===== config.mk =====
export PLATFORM = sky130hd
export DESIGN_NAME = waveShaper
export DESIGN_NICKNAME = d
export VERILOG_FILES = /design/src/design/fmPkg.sv /design/src/design/waveShaper.sv
export SDC_FILE = /design/constraint.sdc
export NUM_CORES = 1
export LEC_CHECK = 0
export ABC_AREA = 0
export BUFFER_PORTS_ARGS = -buffer_cell sky130_fd_sc_hd__buf_4
export CORE_UTILIZATION = 50
export CTS_BUF_LIST = sky130_fd_sc_hd__clkbuf_4 sky130_fd_sc_hd__clkbuf_8
export CTS_CLUSTER_SIZE = 12
export DETAILED_ROUTE_END_ITERATION = 12
export PLACE_DENSITY = 0.71
export SYNTH_ARGS = -nofsm -noshare
export SYNTH_HDL_FRONTEND = slang
export SYNTH_SLANG_ARGS = --single-unit

===== constraint.sdc =====
create_clock -name i_Clock -period 11.8 [get_ports i_Clock]
set_clock_uncertainty 0.2 [all_clocks]
set_input_delay 1.77 -clock i_Clock [delete_from_list [all_inputs] [get_ports i_Clock]]
set_output_delay 1.77 -clock i_Clock [all_outputs]
set_load 0.005 [all_outputs]

===== src/design/fmPkg.sv =====
package fmPkg;

    // ------------------------------------------------------------
    // Slot geometry
    // ------------------------------------------------------------
    localparam int NumVoices    = 16;
    localparam int NumOperators = 6;
    localparam int NumSlots     = NumVoices * NumOperators;

    // Fetch at t, scaled amplitude at t+4
    localparam int PipeLatency  = 5;

    // ------------------------------------------------------------
    // Encodings
    // ------------------------------------------------------------
    typedef enum logic [1:0] {WaveOff, WaveSquare, WaveSaw} waveType_t;

    typedef enum logic [1:0] {AlgoChain, AlgoParallel, AlgoPairs, AlgoStack} algo_t;

    // Bus opcode, address bits 9:8
    typedef enum logic [1:0] {FieldStep, FieldLevel, FieldWave, FieldVoice} cfgField_t;

    // ------------------------------------------------------------
    // Configuration and pipeline words
    // ------------------------------------------------------------
    typedef struct packed {
        logic [15:0] phaseStep;
        logic [14:0] level;
        waveType_t   wave;
    } operatorCfg_t;

    // Bit 0 is keyOn, bits 2:1 the algorithm
    typedef struct packed {
        algo_t algo;
        logic  keyOn;
    } voiceCfg_t;

    // Routing control, travels alongside the amplitude
    typedef struct packed {
        logic [3:0] voice;
        logic       modLoad;
        logic       modAccum;
        logic       carrier;
        logic       frameEnd;
    } opCtrl_t;

    typedef struct packed {
        logic [15:0] phase;
        logic [14:0] level;
        waveType_t   wave;
    } phaseStage_t;

    // ------------------------------------------------------------
    // Wishbone classic
    // ------------------------------------------------------------
    typedef struct packed {
        logic        cyc;
        logic        stb;
        logic        we;
        logic [9:0]  adr;
        logic [15:0] dat;
    } wbReq_t;

    typedef struct packed {
        logic        ack;
        logic [15:0] dat;
    } wbRsp_t;

endpackage


===== src/design/waveShaper.sv =====
`timescale 1ns/1ns

module waveShaper (
    input  logic               i_Clock,
    input  logic               i_rstN,
    input  fmPkg::phaseStage_t i_Stage,
    output logic signed [15:0] o_Amplitude
);
    import fmPkg::*;

    logic signed [15:0] rawNext;
    logic signed [15:0] rawWave;
    logic [14:0]        levelD1;
    logic signed [31:0] product;

    // ------------------------------------------------------------
    // Waveform select
    // ------------------------------------------------------------
    always_comb begin
        case (i_Stage.wave)
            // First half cycle high
            WaveSquare: rawNext = i_Stage.phase[15] ? -16'sd32767 : 16'sd32767;
            // Offset binary to two's complement
            WaveSaw:    rawNext = {~i_Stage.phase[15], i_Stage.phase[14:0]};
            default:    rawNext = '0;
        endcase
    end

    always_ff @(posedge i_Clock) begin
        if (!i_rstN) begin
            rawWave     <= '0;
            levelD1     <= '0;
            product     <= '0;
            o_Amplitude <= '0;
        end else begin
            // Stage 1, raw wave at t+2
            rawWave <= rawNext;
            levelD1 <= i_Stage.level;
            // Stage 2, product at t+3, level is unsigned
            product <= rawWave * $signed({1'b0, levelD1});
            // Stage 3, arithmetic shift by 15
            // Magnitude stays under 2^15 so bits 30:15 hold the whole result
            o_Amplitude <= product[30:15];
        end
    end

endmodule


======== Word-level counts from Yosys, hierarchy flattened ========
Cells that the tools add are included.
cells by class
  add/subtract/negate cells ............... 0
  multipliers ............................. 1
  div/mod/pow operators ................... 0
  order comparisons ....................... 0
  equal/unequal tests ..................... 2
  shift-type cells ........................ 0
  mux-type cells .......................... 2
  bitwise gates (word level) .............. 1
  reductions and logical operators ........ 0
operators by type and width
  cell                                            number
  one-hot mux 16 bit (2 select lines)             1
  multiplier 16 x 16 -> 31 bit                    1
  2-to-1 mux 16 bit                               1
  == test 2 x 1 -> 1 bit (second input constant)  1
  == test 2 bit (second input constant)           1
  NOT 1 bit                                       1
storage, ports and cells
  flip-flop bits (word level) ............. 78
  latch bits .............................. 0
  RAM bits ................................ 0
  ROM bits ................................ 0
  word-level logic and storage cells ...... 10
  memories ................................ 0

======== Depth between registers and ports, before layout ========
  word-level depth ........................ 2
  gate-level depth with buffers ........... 23

======== Worst setup path before layout ========
Ideal clock, no wire load.
  path kind ............................... register to register
  start ................................... reg rawWave[15]
  end ..................................... reg product[28]
  setup time .............................. 0.130 ns
  arrival time ............................ 5.630 ns
  data required time ...................... 11.470 ns
  setup slack ............................. 5.840 ns
  stages on the path, launching flop included .. 19
  path buffers ............................ 1
  clock period less this slack ............ 5.960 ns
  cells stage by stage .................... dfxtp_1 clkbuf_1 nand2_1 fa_1 fa_1 inv_1 fa_1 fa_1 fa_1 inv_1 fa_1 inv_1 ha_1 nand4_1 nor3_1 nand2_1 o32ai_1 o21ai_0 nor3b_1
between the ends
  cells in the longest elaborated chain, start to end .. 1
RTL lines
  element                       line              RTL
  start: declaration            waveShaper.sv:12  logic signed [15:0] rawWave;
  start signal: assignment      waveShaper.sv:37  rawWave <= rawNext;
  multiplier 16 x 16 -> 31 bit  waveShaper.sv:40  product <= rawWave * $signed({1'b0, levelD1});
  end signal: assignment        waveShaper.sv:40
  end: declaration              waveShaper.sv:14  logic signed [31:0] product;
No other way between the ends.
A chain may end at the register's enable or synchronous reset.

======== Worst setup path in the final report ========
  start ................................... reg levelD1[2]
  end ..................................... reg product[28]
between the ends
  cells in the longest elaborated chain, start to end .. 1
RTL lines
  element                       line              RTL
  start: declaration            waveShaper.sv:13  logic [14:0] levelD1;
  start signal: assignment      waveShaper.sv:38  levelD1 <= i_Stage.level;
  multiplier 16 x 16 -> 31 bit  waveShaper.sv:40
No other way between the ends.

==> results.sh <==
export IMPL_holdPathEnd="o_Amplitude[2]$_SDFF_PN0_"
export IMPL_synthAdderAreaFrac_pct=53.0
export IMPL_drv_slew=0
export IMPL_p_total_mw=0.719
export IMPL_die_area_um2=22400
export IMPL_cts_setup_buffers=0
export IMPL_crit_path_start_kind="register"
export IMPL_drt_met1_wl_um=10400
export IMPL_cp_top_family="adder cells"
export IMPL_layout_common_cells="273 x inv_1, 240 x fa_1, 167 x nand2_1"
export IMPL_grt_usage_pct=24.9
export IMPL_synth_compound_area_share_pct=5.64
export IMPL_reg2reg_setup_slack_ps=4860
export IMPL_die_y_um=150
export IMPL_root_buffer="clkbuf_8"
export IMPL_yosys_warnings=0
export IMPL_finalCriticalPeriod_ps=6940
export IMPL_wl_met3_um=1020
export IMPL_grt_overflow=0
export IMPL_ys_seq_area_share_pct=11.6
export IMPL_synthMuxAreaShare_pct=0.551
export IMPL_path_clk_slew_ps=80
export IMPL_crit_buf_inv=3
export IMPL_num_fill_cells=1930
export IMPL_syn_area_um2=10900
export IMPL_synth_nets=1537
export IMPL_cts_buffers=9
export IMPL_top_layer="met4"
export IMPL_layout_drive_gt1_share_pct=5.89
export IMPL_ys_ff_latch=63
export IMPL_tightest_slew_ps=826
export IMPL_wl_met2_um=13000
export IMPL_area_growth_pct=6.95
export IMPL_rsz0062_at_grt="no"
export IMPL_layout_commonest_cell="inv_1"
export IMPL_reg2reg_from="levelD1[2]$_SDFF_PN0_"
export IMPL_synth_xor_area_share_pct=1.29
export IMPL_antenna_diode_count=0
export IMPL_core_area_um2=21200
export IMPL_layout_nets=1554
export IMPL_setup_viol=0
export IMPL_antenna_found_initial=0
export IMPL_yosys_area_share_simple_pct=16.9
export IMPL_path_class="reg -> reg"
export IMPL_crit_chain="nand2_1 > fa_1 > fa_1 > inv_1 > fa_1 > fa_1 > fa_1 > inv_1 > fa_1 > inv_1 > ha_1 > nand4_1 > nor3_1 > nand2_1 > o32ai_1 > o21ai_0 > nor3b_1"
export IMPL_dr_first_iter_drc_count=361
export IMPL_max_freq_mhz=144
export IMPL_cts_repair_resized=0
export IMPL_grt_max_degree=46
export IMPL_vias_per_cell=5.28
export IMPL_cts_sinks=63
export IMPL_critPathSlowestCell="dfxtp_1"
export IMPL_hold_violations=0
export IMPL_antenna_left=0
export IMPL_start_util_pct=51.4
export IMPL_slew_limit_headroom_pct=44.9
export IMPL_cp_end_kind="register"
export IMPL_crit_fanout=16
export IMPL_vdd_ir_drop_max_v=0.0000901
export IMPL_htree_levels=3
export IMPL_rr_endpoint="product[28]$_SDFF_PN0_"
export IMPL_synth_edf_count=0
export IMPL_max_stage_delay_ps=800
export IMPL_multi_input_area_um2=8440
export IMPL_fp_dieW_um=150
export IMPL_cellLeakagePower_nw=5.97
export IMPL_ys_flop_type="dfxtp_1"
export IMPL_max_cap_violations=0
export IMPL_synthCells=1184
export IMPL_worstHoldPathType="reg -> reg"
export IMPL_outcome="finished clean"
export IMPL_worst_skew_pair_late_latency_ps=350
export IMPL_place_gp_congestion=0.884
export IMPL_hold_buffers=0
export IMPL_synth_distinct_cells=47
export IMPL_pin_count=51
export IMPL_core_rowCount=53
export IMPL_cts_tree="built"
export IMPL_grt_pass1_wl_um=42700
export IMPL_r2r_cells=17
export IMPL_drc=0
export IMPL_fin_crit_sh_pct=58.8
export IMPL_cp_data_required_time_ps=11820
export IMPL_holdPathStages=1
export IMPL_avgSynthCellArea_um2=9.20
export IMPL_vias=7826
export IMPL_min_from="product[17]$_SDFF_PN0_"
export IMPL_synthArstFlopShare_pct=0
export IMPL_dpl_hpwl_um=20400
export IMPL_regArea_um2=1260
export IMPL_clockBufferDepth=2
export IMPL_grt_pass1_vias=8565
export IMPL_crit_top_cell="fa_1"
export IMPL_wl_um=25200
export IMPL_firstDrtPassIters=7
export IMPL_tns_ps=0
export IMPL_arrival_ps=6960
export IMPL_io_buffers=50
export IMPL_post_drt_wl_per_cell_um=17.0
export IMPL_pwr_density_cell_nw_per_um2=61.7
export IMPL_synth_top_family_by_area="adder cells"
==> sequential cells by signal, indices dropped and copies added, names as in the netlist <==
signal,cells
product,16
rawWave,16
o_Amplitude,16
levelD1,15
==> synth_stat cells, types with 2 or more instances <==
cell       instances  area share [%]
and3_1             3            0.17
a31oi_1            2            0.11
o31ai_1            3            0.21
o2111ai_1          2            0.16
or3_1              4            0.23
a21oi_1           41             1.9
nand2b_1           7            0.40
ha_1              78             9.0
xor2_1             3            0.24
fa_1             240              44
and2_1           145             8.3
nor3b_1            2            0.14
o311a_1            2            0.18
nor4_1             2            0.11
o21a_1             8            0.55
o21ai_0            9            0.41
o211ai_1           4            0.28
a21o_1             5            0.34
a211oi_1           6            0.41
o21bai_1           3            0.21
dfxtp_1           63              12
nor3_1            10            0.46
nand2_1          167             5.8
mux2i_1            6            0.55
nor2_1            12            0.41
inv_1            273             9.4
xnor2_1           13             1.0
nand3_1            8            0.37
clkbuf_1          40             1.4
nand4_1            5            0.29
clkbuf_2           2           0.092
==> area by class of cell <==
cell class / count / share of cell area (%)
multi-input combinational: 804 / 72.4
sequential: 63 / 10.8
inverter: 273 / 8.79
timing repair buffer: 50 / 3.22
tap: 275 / 2.95
clock buffer: 10 / 1.18
clock inverter: 6 / 0.591
==> worst max path at each step <==
stage                           startpoint                      to  slack (ps)  depth (start not counted)
floorplan           rawWave[15]$_SDFF_PN0_  product[28]$_SDFF_PN0_        5840                         18
global placement     levelD1[1]$_SDFF_PN0_  product[28]$_SDFF_PN0_        5020                         17
detailed placement   levelD1[1]$_SDFF_PN0_  product[28]$_SDFF_PN0_        4940                         17
CTS                  levelD1[1]$_SDFF_PN0_  product[28]$_SDFF_PN0_        4900                         17
global route         levelD1[1]$_SDFF_PN0_  product[28]$_SDFF_PN0_        4460                         17
finish               levelD1[2]$_SDFF_PN0_  product[28]$_SDFF_PN0_        4860                         17
==> routing by layer <==
layer | global-route usage [%] | vias to the layer above
li1 | - | 3544
met1 | 31.8 | 4012
met2 | 43.9 | 209
met3 | 2.87 | 61
met4 | 7.96 | 0
met5 | 0 | -
==> per-stage QoR <==
step	hold WS (ps)	setup WS (ps)	util, %	instances	area [um2]
global route	252	4460	54.9	1481	11700
global placement	218	5020	53.9	1465	11400
CTS	237	4900	54.9	1481	11700
floorplan	212	5840	-	1184	10900
detailed placement	223	4940	53.9	1465	11400
finish	236	4860	54.9	1481	11700
==> kinds of logic (layout without fill, tap and decap cells) <==
group,count (synthesis),count (layout)
and+or+nand+nor,369,369
adders and majority gates,318,318
buffers and inverters,317,339
AOI/OAI and AO/OA,95,95
DFF,63,63
xor gates and xnor gates,16,16
muxes,6,6
==> where the power goes <==
part / switching (mW) / leakage (nW) / internal (mW)
clock: 0.0927 / 0.0912 / 0.104
combinational: 0.145 / 5.36 / 0.112
sequential: 0.0315 / 0.518 / 0.234
No activity file was read; power rests on OpenSTA's default activity.
