**src/design/fmPkg.sv**
```systemverilog
package fmPkg;

    // ------------------------------------------------------------
    // Slot geometry
    // ------------------------------------------------------------
    localparam int NumVoices    = 16;
    localparam int NumOperators = 6;
    localparam int NumSlots     = NumVoices * NumOperators;

    // Fetch at t, scaled amplitude at t+4
    localparam int PipeLatency  = 5;

    // ------------------------------------------------------------
    // Encodings
    // ------------------------------------------------------------
    typedef enum logic [1:0] {WaveOff, WaveSquare, WaveSaw} waveType_t;

    typedef enum logic [1:0] {AlgoChain, AlgoParallel, AlgoPairs, AlgoStack} algo_t;

    // Bus opcode, address bits 9:8
    typedef enum logic [1:0] {FieldStep, FieldLevel, FieldWave, FieldVoice} cfgField_t;

    // ------------------------------------------------------------
    // Configuration and pipeline words
    // ------------------------------------------------------------
    typedef struct packed {
        logic [15:0] phaseStep;
        logic [14:0] level;
        waveType_t   wave;
    } operatorCfg_t;

    // Bit 0 is keyOn, bits 2:1 the algorithm
    typedef struct packed {
        algo_t algo;
        logic  keyOn;
    } voiceCfg_t;

    // Routing control, travels alongside the amplitude
    typedef struct packed {
        logic [3:0] voice;
        logic       modLoad;
        logic       modAccum;
        logic       carrier;
        logic       frameEnd;
    } opCtrl_t;

    typedef struct packed {
        logic [15:0] phase;
        logic [14:0] level;
        waveType_t   wave;
    } phaseStage_t;

    // ------------------------------------------------------------
    // Wishbone classic
    // ------------------------------------------------------------
    typedef struct packed {
        logic        cyc;
        logic        stb;
        logic        we;
        logic [9:0]  adr;
        logic [15:0] dat;
    } wbReq_t;

    typedef struct packed {
        logic        ack;
        logic [15:0] dat;
    } wbRsp_t;

endpackage

```
**src/design/modulationRouter.sv**
```systemverilog
`timescale 1ns/1ns

module modulationRouter (
    input  logic               i_Clock,
    input  logic               i_rstN,
    input  logic signed [15:0] i_Amplitude,
    input  fmPkg::opCtrl_t     i_OpCtrl,
    input  logic [3:0]         i_Voice,
    output logic signed [15:0] o_ModPhase
);
    import fmPkg::*;

    // M register per voice
    logic signed [15:0] modReg [NumVoices];

    // Read for the voice being fetched now
    assign o_ModPhase = modReg[i_Voice];

    // ------------------------------------------------------------
    // Write side, driven by the delayed control at t+4
    // ------------------------------------------------------------
    always_ff @(posedge i_Clock) begin
        if (!i_rstN) begin
            for (int i = 0; i < NumVoices; i++) begin
                modReg[i] <= '0;
            end
        end else if (i_OpCtrl.modLoad) begin
            modReg[i_OpCtrl.voice] <= i_Amplitude;
        end else if (i_OpCtrl.modAccum) begin
            // Wraps like a phase offset
            modReg[i_OpCtrl.voice] <= modReg[i_OpCtrl.voice] + i_Amplitude;
        end
    end

    loadXorAccum: assert property (@(posedge i_Clock) disable iff (!i_rstN)
        !(i_OpCtrl.modLoad && i_OpCtrl.modAccum))
        else $error("load and accumulate together");

endmodule

```
**config.mk**
```make
export PLATFORM = sky130hd
export DESIGN_NAME = modulationRouter
export DESIGN_NICKNAME = d
export VERILOG_FILES = /design/src/design/fmPkg.sv /design/src/design/modulationRouter.sv
export SDC_FILE = /design/constraint.sdc
export NUM_CORES = 1
export LEC_CHECK = 0
export ABC_AREA = 0
export BUFFER_PORTS_ARGS = -buffer_cell sky130_fd_sc_hd__buf_2
export CORE_MARGIN = 4
export CORE_UTILIZATION = 45
export DETAILED_ROUTE_END_ITERATION = 16
export GPL_TIMING_DRIVEN = 0
export MAX_ROUTING_LAYER = met4
export SYNTH_ARGS = -nofsm -noshare
export SYNTH_HDL_FRONTEND = slang
export SYNTH_SLANG_ARGS = --single-unit
export TNS_END_PERCENT = 1
```
**constraint.sdc**
```tcl
create_clock -name i_Clock -period 4.7 [get_ports i_Clock]
set_input_delay 0 -clock i_Clock [delete_from_list [all_inputs] [get_ports i_Clock]]
set_output_delay 0 -clock i_Clock [all_outputs]
set_load 0.005 [all_outputs]
```
# Word level (Yosys, flattened, before mapping)
# Memories as Yosys holds them, arrays and structs flattened.
# Index checks and enable logic that the tools add are counted.
# totals
register_bits	0
word_cells	16
memories	1
ramBits	256
output_inout_bits	16
# op_classes
reduce_logical	1
mux	12
add_sub_neg	1
n_bitwise	1
# mem_list
name	depth	word_bits	rd	rd_clocked_by_memory_dff	wr	line_no	rtl
modReg	16	16	2	0	16	modulationRouter.sv:14	logic signed [15:0] modReg [NumVoices];
# ops
cell	n
$mux W16	2
$add A16 B16 Y16	1
$reduce_or A16 Y1	1
$mux W1	9
$mux W4	1
$or A1 B1 Y1	1

# Longest topological paths before layout
# depth
depth_word	7
depth_mapped	16
mapped_depth_nobuf	12

# Worst setup path before layout
# Ideal clock, no wire load.
# synth_timing
path_kind	input port to flip-flop
start	input port i_OpCtrl[4] (netlist bit)
end	memory modReg[0][10], data pin
n_path_buf	4
required_time_ns	4.434
arrival_time_ns	3.511
path_slack_ns	0.923
setup_ns	0.266
cell_stages	16
path_cell_list	buf_6 buf_2 buf_2 mux4_2 mux4_2 ha_1 inv_1 fa_1 nor2b_1 o21ai_1 a21o_1 a21oi_1 or3_1 a31oi_1 buf_2 nor2_1
# synth_lines
element	line_no	rtl
from (decl)	modulationRouter.sv:7	input fmPkg::opCtrl_t i_OpCtrl,
to (decl)	modulationRouter.sv:14	

==> flow_summary.rst <==
.. list-table::
   :header-rows: 1

   * - Metric
     - Value
   * - Post-synth net total
     - slightly below 1k
   * - Wire length after detailed routing
     - about 35 mm
   * - Predominant post-synthesis flop cell
     - sky130_fd_sc_hd__edfxtp_1
   * - Post-Syn Area
     - 13700 um2
   * - CTS max path bufs
     - 3
   * - Post-Route Setup TNS
     - 0 ns
   * - Worst Setup End Kind
     - register
   * - Maximum number of pins on one net before global-route repair
     - 17
   * - Final setup violating endpoints
     - 0
   * - Global-route wire length before repair
     - about 54 mm
   * - Worst ir drop on vdd
     - 0.231 mV
   * - Critical Path Source
     - i_OpCtrl[5]
   * - Routed Antenna Nets
     - 0
   * - Routability congestion estimate from global placement
     - 0.843
   * - Share of layout cells above drive strength 1
     - 25.4%
   * - Clock tree from TritonCTS
     - yes
   * - Final WS setup
     - 0.386 ns
   * - Via count normalized by instance count
     - 6.08
   * - Leakage power figure
     - 5.38 nW
   * - Final number of hold-violating endpoints
     - 0
   * - Result of the run
     - completed
   * - Crit share post-route
     - 91.8%
   * - Arrival time at the worst endpoint
     - 4.58 ns
   * - Post-synthesis instance total
     - 927
   * - Core Box Area
     - about 30000 um2
   * - Drt drc
     - 0
   * - H-tree depth
     - 1
   * - Antenna violations before repair
     - 0
   * - Width of the die
     - 182 um
   * - Avg Synthesized Cell Area
     - 14.8 um2
   * - Area delta synth->final
     - 11.8%
   * - Area leader, netlist
     - sky130_fd_sc_hd__edfxtp_1
   * - Final Cell Area
     - 15300 um2
   * - Post-detailed-route wirelength per cell
     - 25.0 um
   * - Slew of the pin with the lowest slew margin
     - 0.916 ns
   * - Area of the die
     - 33300 um2
   * - Count of routing violations after the opening detailed-route iteration
     - 1027
   * - Cell area reported after detailed placement
     - 14400 um2
   * - Number of violations of the max-capacitance limit
     - 0
   * - Starting Density
     - 45.9%
   * - Placement-stage worst setup slack
     - -0.573 ns
   * - Register containing the most flip-flops in the final layout
     - modReg
   * - Clock-pin slew on the worst setup and hold paths
     - 0.06 ns
   * - Die H
     - ~180 um
   * - Final Slew Violations
     - 0
   * - Post-layout minimum cycle time
     - approximately 4.3 ns
   * - Kind of critical path
     - in2reg
   * - Fraction of the yosys area taken by sequential cells
     - 56.1%
   * - Number of global-route vias before repair
     - 8775
   * - Number of register bits inferred by synthesis
     - 256
   * - Fillers
     - between 2k and 3k
   * - Root Buffer
     - sky130_fd_sc_hd__clkbuf_16
   * - Total iterations of the first detailed-routing run
     - 5
   * - Number of flip-flops in the largest register
     - 256
   * - Number of buffer cells added on primary ports
     - 35
   * - Final standard cell utilization of the core
     - 51.3%
   * - Post-CTS setup repair buffer count
     - 0
   * - Final layout net count
     - 1049
   * - Number of I/O pins
     - 46
   * - Most numerous cell in the Yosys netlist
     - sky130_fd_sc_hd__edfxtp_1
   * - Crit Path Max Fanout
     - 10
   * - Synthesis Warnings
     - 0
   * - Async S/R FF share, synth
     - 0%
   * - Number of distinct library cells after synthesis
     - between 40 and 50
   * - P per Cell Area
     - 357 nW/um2
   * - Global-route usage over all layers
     - 22.0%
   * - Clk sink count
     - roughly 260
   * - Number of synthesized flops with an enable pin
     - 256
   * - Crit path launch type
     - primary input
   * - RSZ-0062 raised after global routing
     - false
   * - Routed via count
     - 8588
   * - Final cell count without fillers
     - about 1.4k
   * - Worst hold path class
     - in2reg
   * - Diode count
     - 0
   * - Data required time at the worst endpoint
     - slightly below 5 ns
   * - Gr ovfl total
     - 0
   * - Latest clock arrival within the worst-skew pair
     - 0.55 ns
   * - Max-Slew Margin vs Limit
     - 38.9%
   * - Fraction of post-synthesis cell area in the top cell type by area
     - 56.1%
   * - CTS Buf Count
     - 27
   * - Std cell rows
     - 63
   * - Detailed Place HPWL
     - 27.9 mm
   * - Regs by FF count
     - modReg x256
   * - Start point of the worst min-delay path
     - i_Amplitude[5]
   * - Largest cells by area after synthesis
     - sky130_fd_sc_hd__edfxtp_1, sky130_fd_sc_hd__mux4_2, sky130_fd_sc_hd__nor2_1
   * - Most frequent cells after synthesis
     - sky130_fd_sc_hd__edfxtp_1, sky130_fd_sc_hd__nor2_1, sky130_fd_sc_hd__mux4_2
   * - Fmax
     - ~230 MHz
   * - DP Cell Count
     - ~1.4k
   * - Worst clock skew on the final layout
     - 0.0238 ns
   * - Crit Reg-Reg Startpoint
     - modReg[11][0]
==> repair_timing <==
action                                  4_1_cts  5_1_grt
pin swaps                                     0        0
resized for setup                             1       10
endpoints found under the hold margin        54        1
hold buffers                                 11        1
endpoints found under the setup margin       10       70
==> area by class of cell <==
type                            instances  area, um2  area share (%)
Tap cell                              390        488            3.18
Multi-Input combinational cell        586       5670            37.0
Buffer                                 79        343            2.24
Sequential cell                       256       7690            50.2
Clock inverter                         15        119           0.776
Clock buffer                           34        702            4.58
Timing Repair Buffer                   47        295            1.93
Inverter                                6       22.5           0.147
==> power breakdown <==
part / total (mW) / leakage, nW / internal, mW / switching (mW)
registers: 2.66 / 2.66 / 2.61 / 0.0463
logic: 0.783 / 2.31 / 0.333 / 0.450
clock network: 2.03 / 0.402 / 1.16 / 0.872
==> path summary, 6_finish.rpt <==
| path | endpoint | slack [ns] | cells past startpoint |
|---|---|---|---|
| worst max register to register | modReg[12][14] | 0.46 | 13 |
| worst min register to register | modReg[4][15] | 1.28 | 6 |
| worst min-delay path | modReg[3][5] | 0.02 | 3 |
| worst max-delay path | modReg[12][14] | 0.39 | 16 |
==> logic make-up after synthesis <==
logic type / after synthesis / share of synthesized area, %
compound gates: 75 / 3.35
xor+xnor: 5 / 0.457
fa+ha+maj: 16 / 1.52
buf+inv: 85 / 2.63
flops: 256 / 56.1
mux: 163 / 26.4
simple gates: 327 / 9.52
==> layout by cell type (no fill, tap or decap), types with 3 or more instances in the layout <==
cell type	instances
sky130_fd_sc_hd__and2_1	3
sky130_fd_sc_hd__nor3_1	8
sky130_fd_sc_hd__a211oi_1	3
sky130_fd_sc_hd__inv_1	6
sky130_fd_sc_hd__and3_1	3
sky130_fd_sc_hd__buf_2	53
sky130_fd_sc_hd__edfxtp_1	256
sky130_fd_sc_hd__nand3_1	3
sky130_fd_sc_hd__clkinv_1	8
sky130_fd_sc_hd__mux4_2	159
sky130_fd_sc_hd__clkinv_2	4
sky130_fd_sc_hd__nand2_1	48
sky130_fd_sc_hd__nor2b_1	4
sky130_fd_sc_hd__a21o_1	5
sky130_fd_sc_hd__o21bai_1	5
sky130_fd_sc_hd__xnor2_1	3
sky130_fd_sc_hd__dlygate4sd3_1	12
sky130_fd_sc_hd__clkbuf_16	27
sky130_fd_sc_hd__a21oi_1	36
sky130_fd_sc_hd__buf_1	5
sky130_fd_sc_hd__mux2i_1	3
sky130_fd_sc_hd__clkbuf_2	4
sky130_fd_sc_hd__o21ai_0	10
sky130_fd_sc_hd__clkbuf_1	56
sky130_fd_sc_hd__o21a_1	4
sky130_fd_sc_hd__ha_1	15
sky130_fd_sc_hd__nor2_1	248
==> per-stage QoR <==
step / power [mW] / hold slack, ns
detailed placement: 3.47 / 0.460
finish: 5.47 / 0.0222
floorplan: 3.22 / 0.260
global placement: 3.45 / 0.463
CTS: 5.50 / 0.00430
global route: 5.68 / 0.0496
==> critical path, cell delays in order <==
cell,delay (ns)
sky130_fd_sc_hd__buf_2,0.18
sky130_fd_sc_hd__clkbuf_1,0.50
sky130_fd_sc_hd__clkbuf_2,0.46
sky130_fd_sc_hd__mux4_2,0.40
sky130_fd_sc_hd__mux4_2,0.53
sky130_fd_sc_hd__ha_1,0.23
sky130_fd_sc_hd__inv_1,0.08
sky130_fd_sc_hd__fa_1,0.18
sky130_fd_sc_hd__nor2b_1,0.07
sky130_fd_sc_hd__o21ai_1,0.24
sky130_fd_sc_hd__a21o_1,0.20
sky130_fd_sc_hd__a21oi_1,0.12
sky130_fd_sc_hd__o211ai_1,0.25
sky130_fd_sc_hd__mux2i_1,0.64
sky130_fd_sc_hd__buf_2,0.37
sky130_fd_sc_hd__a21oi_1,0.11
==> metal layers <==
layer,share of wire (%),vias to the layer above,global-route usage [%]
met5,0,-,-
met4,1.6,0,4.02
met3,7.8,45,3.27
met2,49,337,36.1
met1,42,4441,30.1
li1,-,3765,-
No activity file was read; power rests on OpenSTA's default activity.
