$ cat src/design/fmPkg.sv
package fmPkg;

    // ------------------------------------------------------------
    // Slot geometry
    // ------------------------------------------------------------
    localparam int NumVoices    = 16;
    localparam int NumOperators = 6;
    localparam int NumSlots     = NumVoices * NumOperators;

    // Fetch at t, scaled amplitude at t+4
    localparam int PipeLatency  = 5;

    // ------------------------------------------------------------
    // Encodings
    // ------------------------------------------------------------
    typedef enum logic [1:0] {WaveOff, WaveSquare, WaveSaw} waveType_t;

    typedef enum logic [1:0] {AlgoChain, AlgoParallel, AlgoPairs, AlgoStack} algo_t;

    // Bus opcode, address bits 9:8
    typedef enum logic [1:0] {FieldStep, FieldLevel, FieldWave, FieldVoice} cfgField_t;

    // ------------------------------------------------------------
    // Configuration and pipeline words
    // ------------------------------------------------------------
    typedef struct packed {
        logic [15:0] phaseStep;
        logic [14:0] level;
        waveType_t   wave;
    } operatorCfg_t;

    // Bit 0 is keyOn, bits 2:1 the algorithm
    typedef struct packed {
        algo_t algo;
        logic  keyOn;
    } voiceCfg_t;

    // Routing control, travels alongside the amplitude
    typedef struct packed {
        logic [3:0] voice;
        logic       modLoad;
        logic       modAccum;
        logic       carrier;
        logic       frameEnd;
    } opCtrl_t;

    typedef struct packed {
        logic [15:0] phase;
        logic [14:0] level;
        waveType_t   wave;
    } phaseStage_t;

    // ------------------------------------------------------------
    // Wishbone classic
    // ------------------------------------------------------------
    typedef struct packed {
        logic        cyc;
        logic        stb;
        logic        we;
        logic [9:0]  adr;
        logic [15:0] dat;
    } wbReq_t;

    typedef struct packed {
        logic        ack;
        logic [15:0] dat;
    } wbRsp_t;

endpackage

$ cat src/design/slotSequencer.sv
`timescale 1ns/1ns

module slotSequencer (
    input  logic             i_Clock,
    input  logic             i_rstN,
    input  fmPkg::voiceCfg_t i_VoiceCfg,
    output logic [6:0]       o_Slot,
    output logic [3:0]       o_Voice,
    output logic             o_ModUse,
    output fmPkg::opCtrl_t   o_OpCtrl
);
    import fmPkg::*;

    logic [6:0] slotCount;
    logic [2:0] opIndex;
    opCtrl_t    ctrlNow;
    // Stage i holds the control of the slot fetched i cycles ago
    opCtrl_t    ctrlPipe [1:PipeLatency-1];

    // Slot = operator * 16 + voice
    assign opIndex = slotCount[6:4];
    assign o_Slot  = slotCount;
    assign o_Voice = slotCount[3:0];

    always_ff @(posedge i_Clock) begin
        if (!i_rstN) begin
            slotCount <= '0;
        end else if (slotCount == 7'(NumSlots - 1)) begin
            slotCount <= '0;
        end else begin
            slotCount <= slotCount + 7'd1;
        end
    end

    // ------------------------------------------------------------
    // Algorithm decode
    // ------------------------------------------------------------
    always_comb begin
        ctrlNow          = '0;
        ctrlNow.voice    = slotCount[3:0];
        ctrlNow.frameEnd = (slotCount == 7'(NumSlots - 1));
        o_ModUse         = 1'b0;
        case (i_VoiceCfg.algo)
            AlgoChain: begin
                // Each operator modulates the next one
                ctrlNow.modLoad = (opIndex <= 3'd4);
                o_ModUse        = (opIndex >= 3'd1);
                ctrlNow.carrier = (opIndex == 3'd5);
            end
            AlgoParallel: begin
                ctrlNow.carrier = 1'b1;
            end
            AlgoPairs: begin
                // Even operator drives the odd one above it
                ctrlNow.modLoad = ~opIndex[0];
                o_ModUse        = opIndex[0];
                ctrlNow.carrier = opIndex[0];
            end
            AlgoStack: begin
                // Operators 0 to 4 sum into M, operator 5 hears them all
                ctrlNow.modLoad  = (opIndex == 3'd0);
                ctrlNow.modAccum = (opIndex >= 3'd1) && (opIndex <= 3'd4);
                o_ModUse         = (opIndex == 3'd5);
                ctrlNow.carrier  = (opIndex == 3'd5);
            end
            default: ;
        endcase
    end

    // Delay line, output lines up with the amplitude at t+4
    always_ff @(posedge i_Clock) begin
        if (!i_rstN) begin
            for (int i = 1; i < PipeLatency; i++) begin
                ctrlPipe[i] <= '0;
            end
        end else begin
            ctrlPipe[1] <= ctrlNow;
            for (int i = 2; i < PipeLatency; i++) begin
                ctrlPipe[i] <= ctrlPipe[i-1];
            end
        end
    end

    assign o_OpCtrl = ctrlPipe[PipeLatency-1];

    // Counter wraps at 95
    slotInRange: assert property (@(posedge i_Clock) disable iff (!i_rstN)
        slotCount < 7'(NumSlots))
        else $error("slot counter left the frame");

endmodule

$ cat config.mk
export PLATFORM = sky130hd
export DESIGN_NAME = slotSequencer
export DESIGN_NICKNAME = d
export VERILOG_FILES = /design/src/design/fmPkg.sv /design/src/design/slotSequencer.sv
export SDC_FILE = /design/constraint.sdc
export NUM_CORES = 1
export LEC_CHECK = 0
export BUFFER_PORTS_ARGS = -buffer_cell sky130_fd_sc_hd__buf_2
export CORE_MARGIN = 2
export CORE_UTILIZATION = 48
export CTS_CLUSTER_DIAMETER = 30
export DETAILED_ROUTE_END_ITERATION = 7
export GPL_TIMING_DRIVEN = 1
export PLACE_DENSITY = 0.75
export SYNTH_ARGS = -nofsm -noshare
export SYNTH_HDL_FRONTEND = slang
export SYNTH_SLANG_ARGS = --single-unit
$ cat constraint.sdc
create_clock -name i_Clock -period 1.23 [get_ports i_Clock]
set_input_delay 0.1845 -clock i_Clock [delete_from_list [all_inputs] [get_ports i_Clock]]
set_output_delay 0.1845 -clock i_Clock [all_outputs]
set_load 0.01 [all_outputs]
Word-level counts from Yosys, hierarchy flattened
Memories as Yosys holds them, arrays and structs flattened.
Cells that the tools add are included.
{ "totals": {"output_inout_bits": 20, "mem_count": 1, "regBits": 7, "inputBits": 5, "wordCells": 31, "ram_bits": 32} }
{ "mem_list": {"columns": ["name", "depth", "word_bits", "read_ports", "rd_clocked_by_memory_dff", "wr", "line_no", "rtl"], "rows": [
  ["ctrlPipe", 4, 8, 4, 0, 4, "slotSequencer.sv:18", "opCtrl_t ctrlPipe [1:PipeLatency-1];"]
]} }
{ "classes": {"eq_ne": 5, "add_sub_neg": 1, "muxes": 10, "bitwise_logic": 6, "n_lt_le_gt_ge": 2, "reduce_logical": 5} }
{ "ops": {"columns": ["op", "count"], "rows": [
  ["8-bit 2-to-1 mux", 4],
  ["1-bit one-hot mux with 3 select lines", 3],
  ["7-bit by 1-bit adder with 7-bit output, second input constant", 1],
  ["7-bit equality test, second input constant", 1],
  ["2-bit equality test, second input constant", 2],
  ["1-bit bitwise OR", 4],
  ["2-bit OR reduction", 2],
  ["3-bit equality test, second input constant", 1],
  ["3-bit by 1-bit >= comparator with 1-bit output, second input constant", 1],
  ["3-bit <= comparator, second input constant", 1],
  ["3-bit zero test", 1],
  ["1-bit 2-to-1 mux", 3],
  ["2-bit by 1-bit equality test with 1-bit output, second input constant", 1],
  ["2-bit zero test", 1],
  ["1-bit inverter", 2],
  ["1-bit logical AND", 1]
]} }

Depth between registers and ports, before layout
{ "depth": {"ltp_word": 4, "mapped_depth": 5, "mapped_depth_nobuf": 5} }

Worst setup path after synthesis
No wires, ideal clock.
{ "synth_timing": {"path_type": "flip-flop to flip-flop", "from": "register slotCount[0] (netlist: o_Slot[0])", "to": "register slotCount[6] (netlist: o_Slot[6])", "path_buffers": 0, "t_arrival_ns": 1.202, "stages_incl_launch_ff": 5, "setup_slack_ns": -0.039, "cell_sequence": "dfxtp_1 -> ha_1 -> nand4_2 -> or3b_1 -> a21oi_2"} }
{ "synth_via": {"elab_chain_cells": 2, "elab_cells_between_ends": 3, "classes_between": "add/sub (1); eq/ne (1); reduce/logical (1)"} }
{ "synth_rtl": {"columns": ["item", "line_no", "rtl"], "rows": [
  ["start, declared", "slotSequencer.sv:14", "logic [6:0] slotCount;"],
  ["start signal, assigned", "slotSequencer.sv:31", "slotCount <= slotCount + 7'd1;"],
  ["branches (longest 2 deep; another with 7-bit by 1-bit adder with 7-bit output)", null, null]
]} }
Parallel ways; which one is timed is not known.
A chain may end at the register's enable or synchronous reset.

Worst setup path after layout
{ "layout_timing": {"from": "register slotCount[5] (netlist: o_Slot[5])", "to": "output o_ModUse"} }
{ "layout_via": {"elab_chain_cells": 2, "elab_cells_between_ends": 3, "classes_between": "order compare (1); eq/ne (1); mux (1)"} }
{ "layout_rtl": {"columns": ["item", "line_no", "rtl"], "rows": [
  ["3-bit by 1-bit >= comparator with 1-bit output / 3-bit equality test (equally long branches)", "slotSequencer.sv:47, slotSequencer.sv:63", null],
  ["1-bit one-hot mux with 3 select lines *", "slotSequencer.sv:43", "case (i_VoiceCfg.algo)"],
  ["end, declared", "slotSequencer.sv:9", "output logic o_ModUse,"]
]} }
Every way passes the cells marked *; elsewhere a longest branch is shown, timed or not.

==> flow_summary.ini <==
[run_status]
status = finished, violations left
violations = negative setup slack

[worst_setup_path]
critical-path-slowest-cell = dfxtp_4
worstPathRequired_ns = 1.05
cp.buffers_inverters = 1
ff2ff_path_depth = 5
r2r_setup_slack_ns = -0.03
worst-endpoint-arrival_ns = 1.19
end_kind = primary output
crit_family = flip-flops
r2r_end = o_Slot[6]$_SDFF_PP0_
cp_max_fo = 9
critPathLaunch = o_Slot[5]$_SDFF_PP0_
slowest_delay_ns = 0.39
reg2reg_from = o_Slot[4]$_SDFF_PP0_
crit_path_start_kind = flip-flop
path_cells = nand4b_1 -> a31oi_1 -> buf_2
crit_cells = 3
crit_type = flip-flop to primary output

[sta]
maxSlewHeadroom = 0.8702
slew_viol_final = 0
fin_crit_sh = 1.117
finalHoldViolCount = 0
fin_skew_ns = 0.003580
finalSetupViolCount = 3
holdWs_ns = 0.1744
fin_crit_ns = 1.374
setup_ws_ns = -0.1440
fmax_mhz = 727.8
worstMarginPinSlew_ns = 0.1932
rsz0062_at_grt = yes

[min_path]
whs_endpoint = ctrlPipe[0][11]$_SDFF_PN0_
hp-start = i_rstN
hold_depth = 3
min_path_type = input port to flip-flop

[synth]
ys_ff_latch = 39
yosys_warnings = 0
synth_common_cells = 39 x dfxtp_1, 27 x and2_1, 17 x buf_4
synthCells = 135
syn_nets = 147
yosysMostFrequentCell = dfxtp_1
synth_top_cell_by_area = dfxtp_1
ys_types = 26
syn_area_um2 = 1428
synth_ff_type = dfxtp_1
async_reset_ff_frac = 0
synth_edf_count = 0
synth_top_area_frac = 0.5469
synth.avg_cell_area_um2 = 10.57
seq_area_frac_synth = 0.5469
synthTopCellsByArea = dfxtp_1 55%, and2_1 12%, buf_4 8.9%

[route]
drt_pass1_iterations = 4
drc = 0
drt_first_iter_violations = 6
postRouteAntennaNets = 0
wirelength_um = 2048
vias = 912
wl_per_cell_um = 10.61
viasPerCell = 4.725

[finish]
syn_to_final_growth_pct = 19.37
multiInputGateArea_um2 = 519.2
nets = 173
regArea_um2 = 797.0
antenna_cells = 0
drive_above_1_share = 0.3704
n_fill_cell = 237
final_area_um2 = 1704

[placement]
preCtsSetupSlack_ns = 0.008666
port_buffers = 23
postPlaceCellArea_um2 = 1538
dpl.hpwl_um = 1300
place_congestion = 0.7649

[global_route]
grt.total_usage = 0.1395
grt_start_max_net_pins = 22
overflow = 0
grt_pass1_vias = 898
grt_pass1_wl_um = 3498
antenna_found_initial = 0

[clocking]
cts_tree = yes
htreeDepth = 2
cts_root_buffer = clkbuf_4
cts_buffers = 5
cts.clk_slew.worst_paths_ns = 0.11
cts.path.max_buffers = 2
clock_sinks = 39
worstSkewPairLatency_ns = 0.34

[job]
cap_violations = 0

[power_and_ir_drop]
ir_drop_mv = 1.307
power_leakage_nw = 0.7997
power_density_nw_per_um2 = 1336

[die]
die_area_um2 = 3426
dieWidth_um = 58.54
io_pins = 25
die_y_um = 58.54
rows = 19
coreArea_um2 = 2781
initial_core_util = 0.5133
-- layout make-up --
cell class | instances | share of cell area
Sequential cell | 39 | 0.4677
Timing Repair Buffer | 39 | 0.1483
Multi-Input combinational cell | 72 | 0.3047
Inverter | 4 | 0.008811
Tap cell | 31 | 0.02276
Clock buffer | 5 | 0.02203
Clock inverter | 3 | 0.02570
-- cells by family (layout without fill, tap and decap cells) --
| family | Yosys count | after routing | share of synthesized area |
|---|---|---|---|
| simple gates | 50 | 50 | 0.2130 |
| flops | 39 | 39 | 0.5469 |
| buf+inv | 24 | 51 | 0.1078 |
| compound gates | 11 | 11 | 0.04645 |
| fa+ha+maj | 7 | 7 | 0.06135 |
| xor+xnor | 4 | 4 | 0.02454 |
-- per-stage QoR --
step / std cells / TNS (ns) / util / power, mW
3_3_place_gp: 181 / 0 / 0.5529 / 1.454
5_1_grt: 193 / -0.4450 / 0.6127 / 2.383
6_report: 193 / -0.2826 / 0.6127 / 2.277
2_1_floorplan: 135 / 0 / - / 1.424
4_1_cts: 191 / -0.1684 / 0.5942 / 2.300
3_5_place_dp: 181 / 0 / 0.5529 / 1.461
-- worst max path at each step --
stage / endpoint / slack [ns]
after global routing: o_ModUse / -0.18
after CTS: o_ModUse / -0.15
after detailed placement: o_ModUse / 0.009
after global placement: ctrlPipe[0][9]$_SDFF_PN0_ / 0.04
after floorplan: o_Slot[6]$_SDFF_PP0_ / 0.02
final: o_ModUse / -0.14
-- metal layers --
metal  GRT usage  vias up  routed length, µm
met5           0        -                  0
met4      0.1163        0                 49
met3     0.05055        8                113
met2      0.2472       26               1026
met1      0.1243      412                859
li1            -      466                  -
-- placed cells by master, fill, tap and decap left out, types with 2 or more instances in the layout --
cell type,instances
xnor2_1,2
buf_2,22
buf_4,13
xor2_1,2
nor2b_1,2
clkbuf_4,5
o21ai_0,2
dfxtp_2,4
nand2b_1,3
a21oi_1,3
buf_6,4
o21ai_1,2
nand3_1,2
inv_1,4
ha_1,6
dfxtp_1,32
dfxtp_4,3
nor2_1,6
and2_1,27
-- flip-flops by register name (all words and copies together) (netlist names) --
register  count
ctrlPipe     32
o_Slot        7
-- timing repair --
action                     in CTS  in global routing
setup endpoints to repair       4                  9
hold buffers                    0                  0
resized for setup               7                 11
pin swaps                       1                  6
setup buffers                   2                  2
-- worst reg2reg max path, delay by kind of cell, from the launching register on --
| kind | cells | cell delay, ns |
|---|---|---|
| buf+inv | 2 | 0.20 |
| flops | 1 | 0.35 |
| compound gates | 1 | 0.13 |
| simple gates | 2 | 0.51 |
-- report_power, final --
part           internal [mW]  switching [mW]
Sequential              1.29          0.0126
Clock                  0.428           0.413
Combinational         0.0664          0.0701
Note: power is estimated with default switching activity, not from simulation.
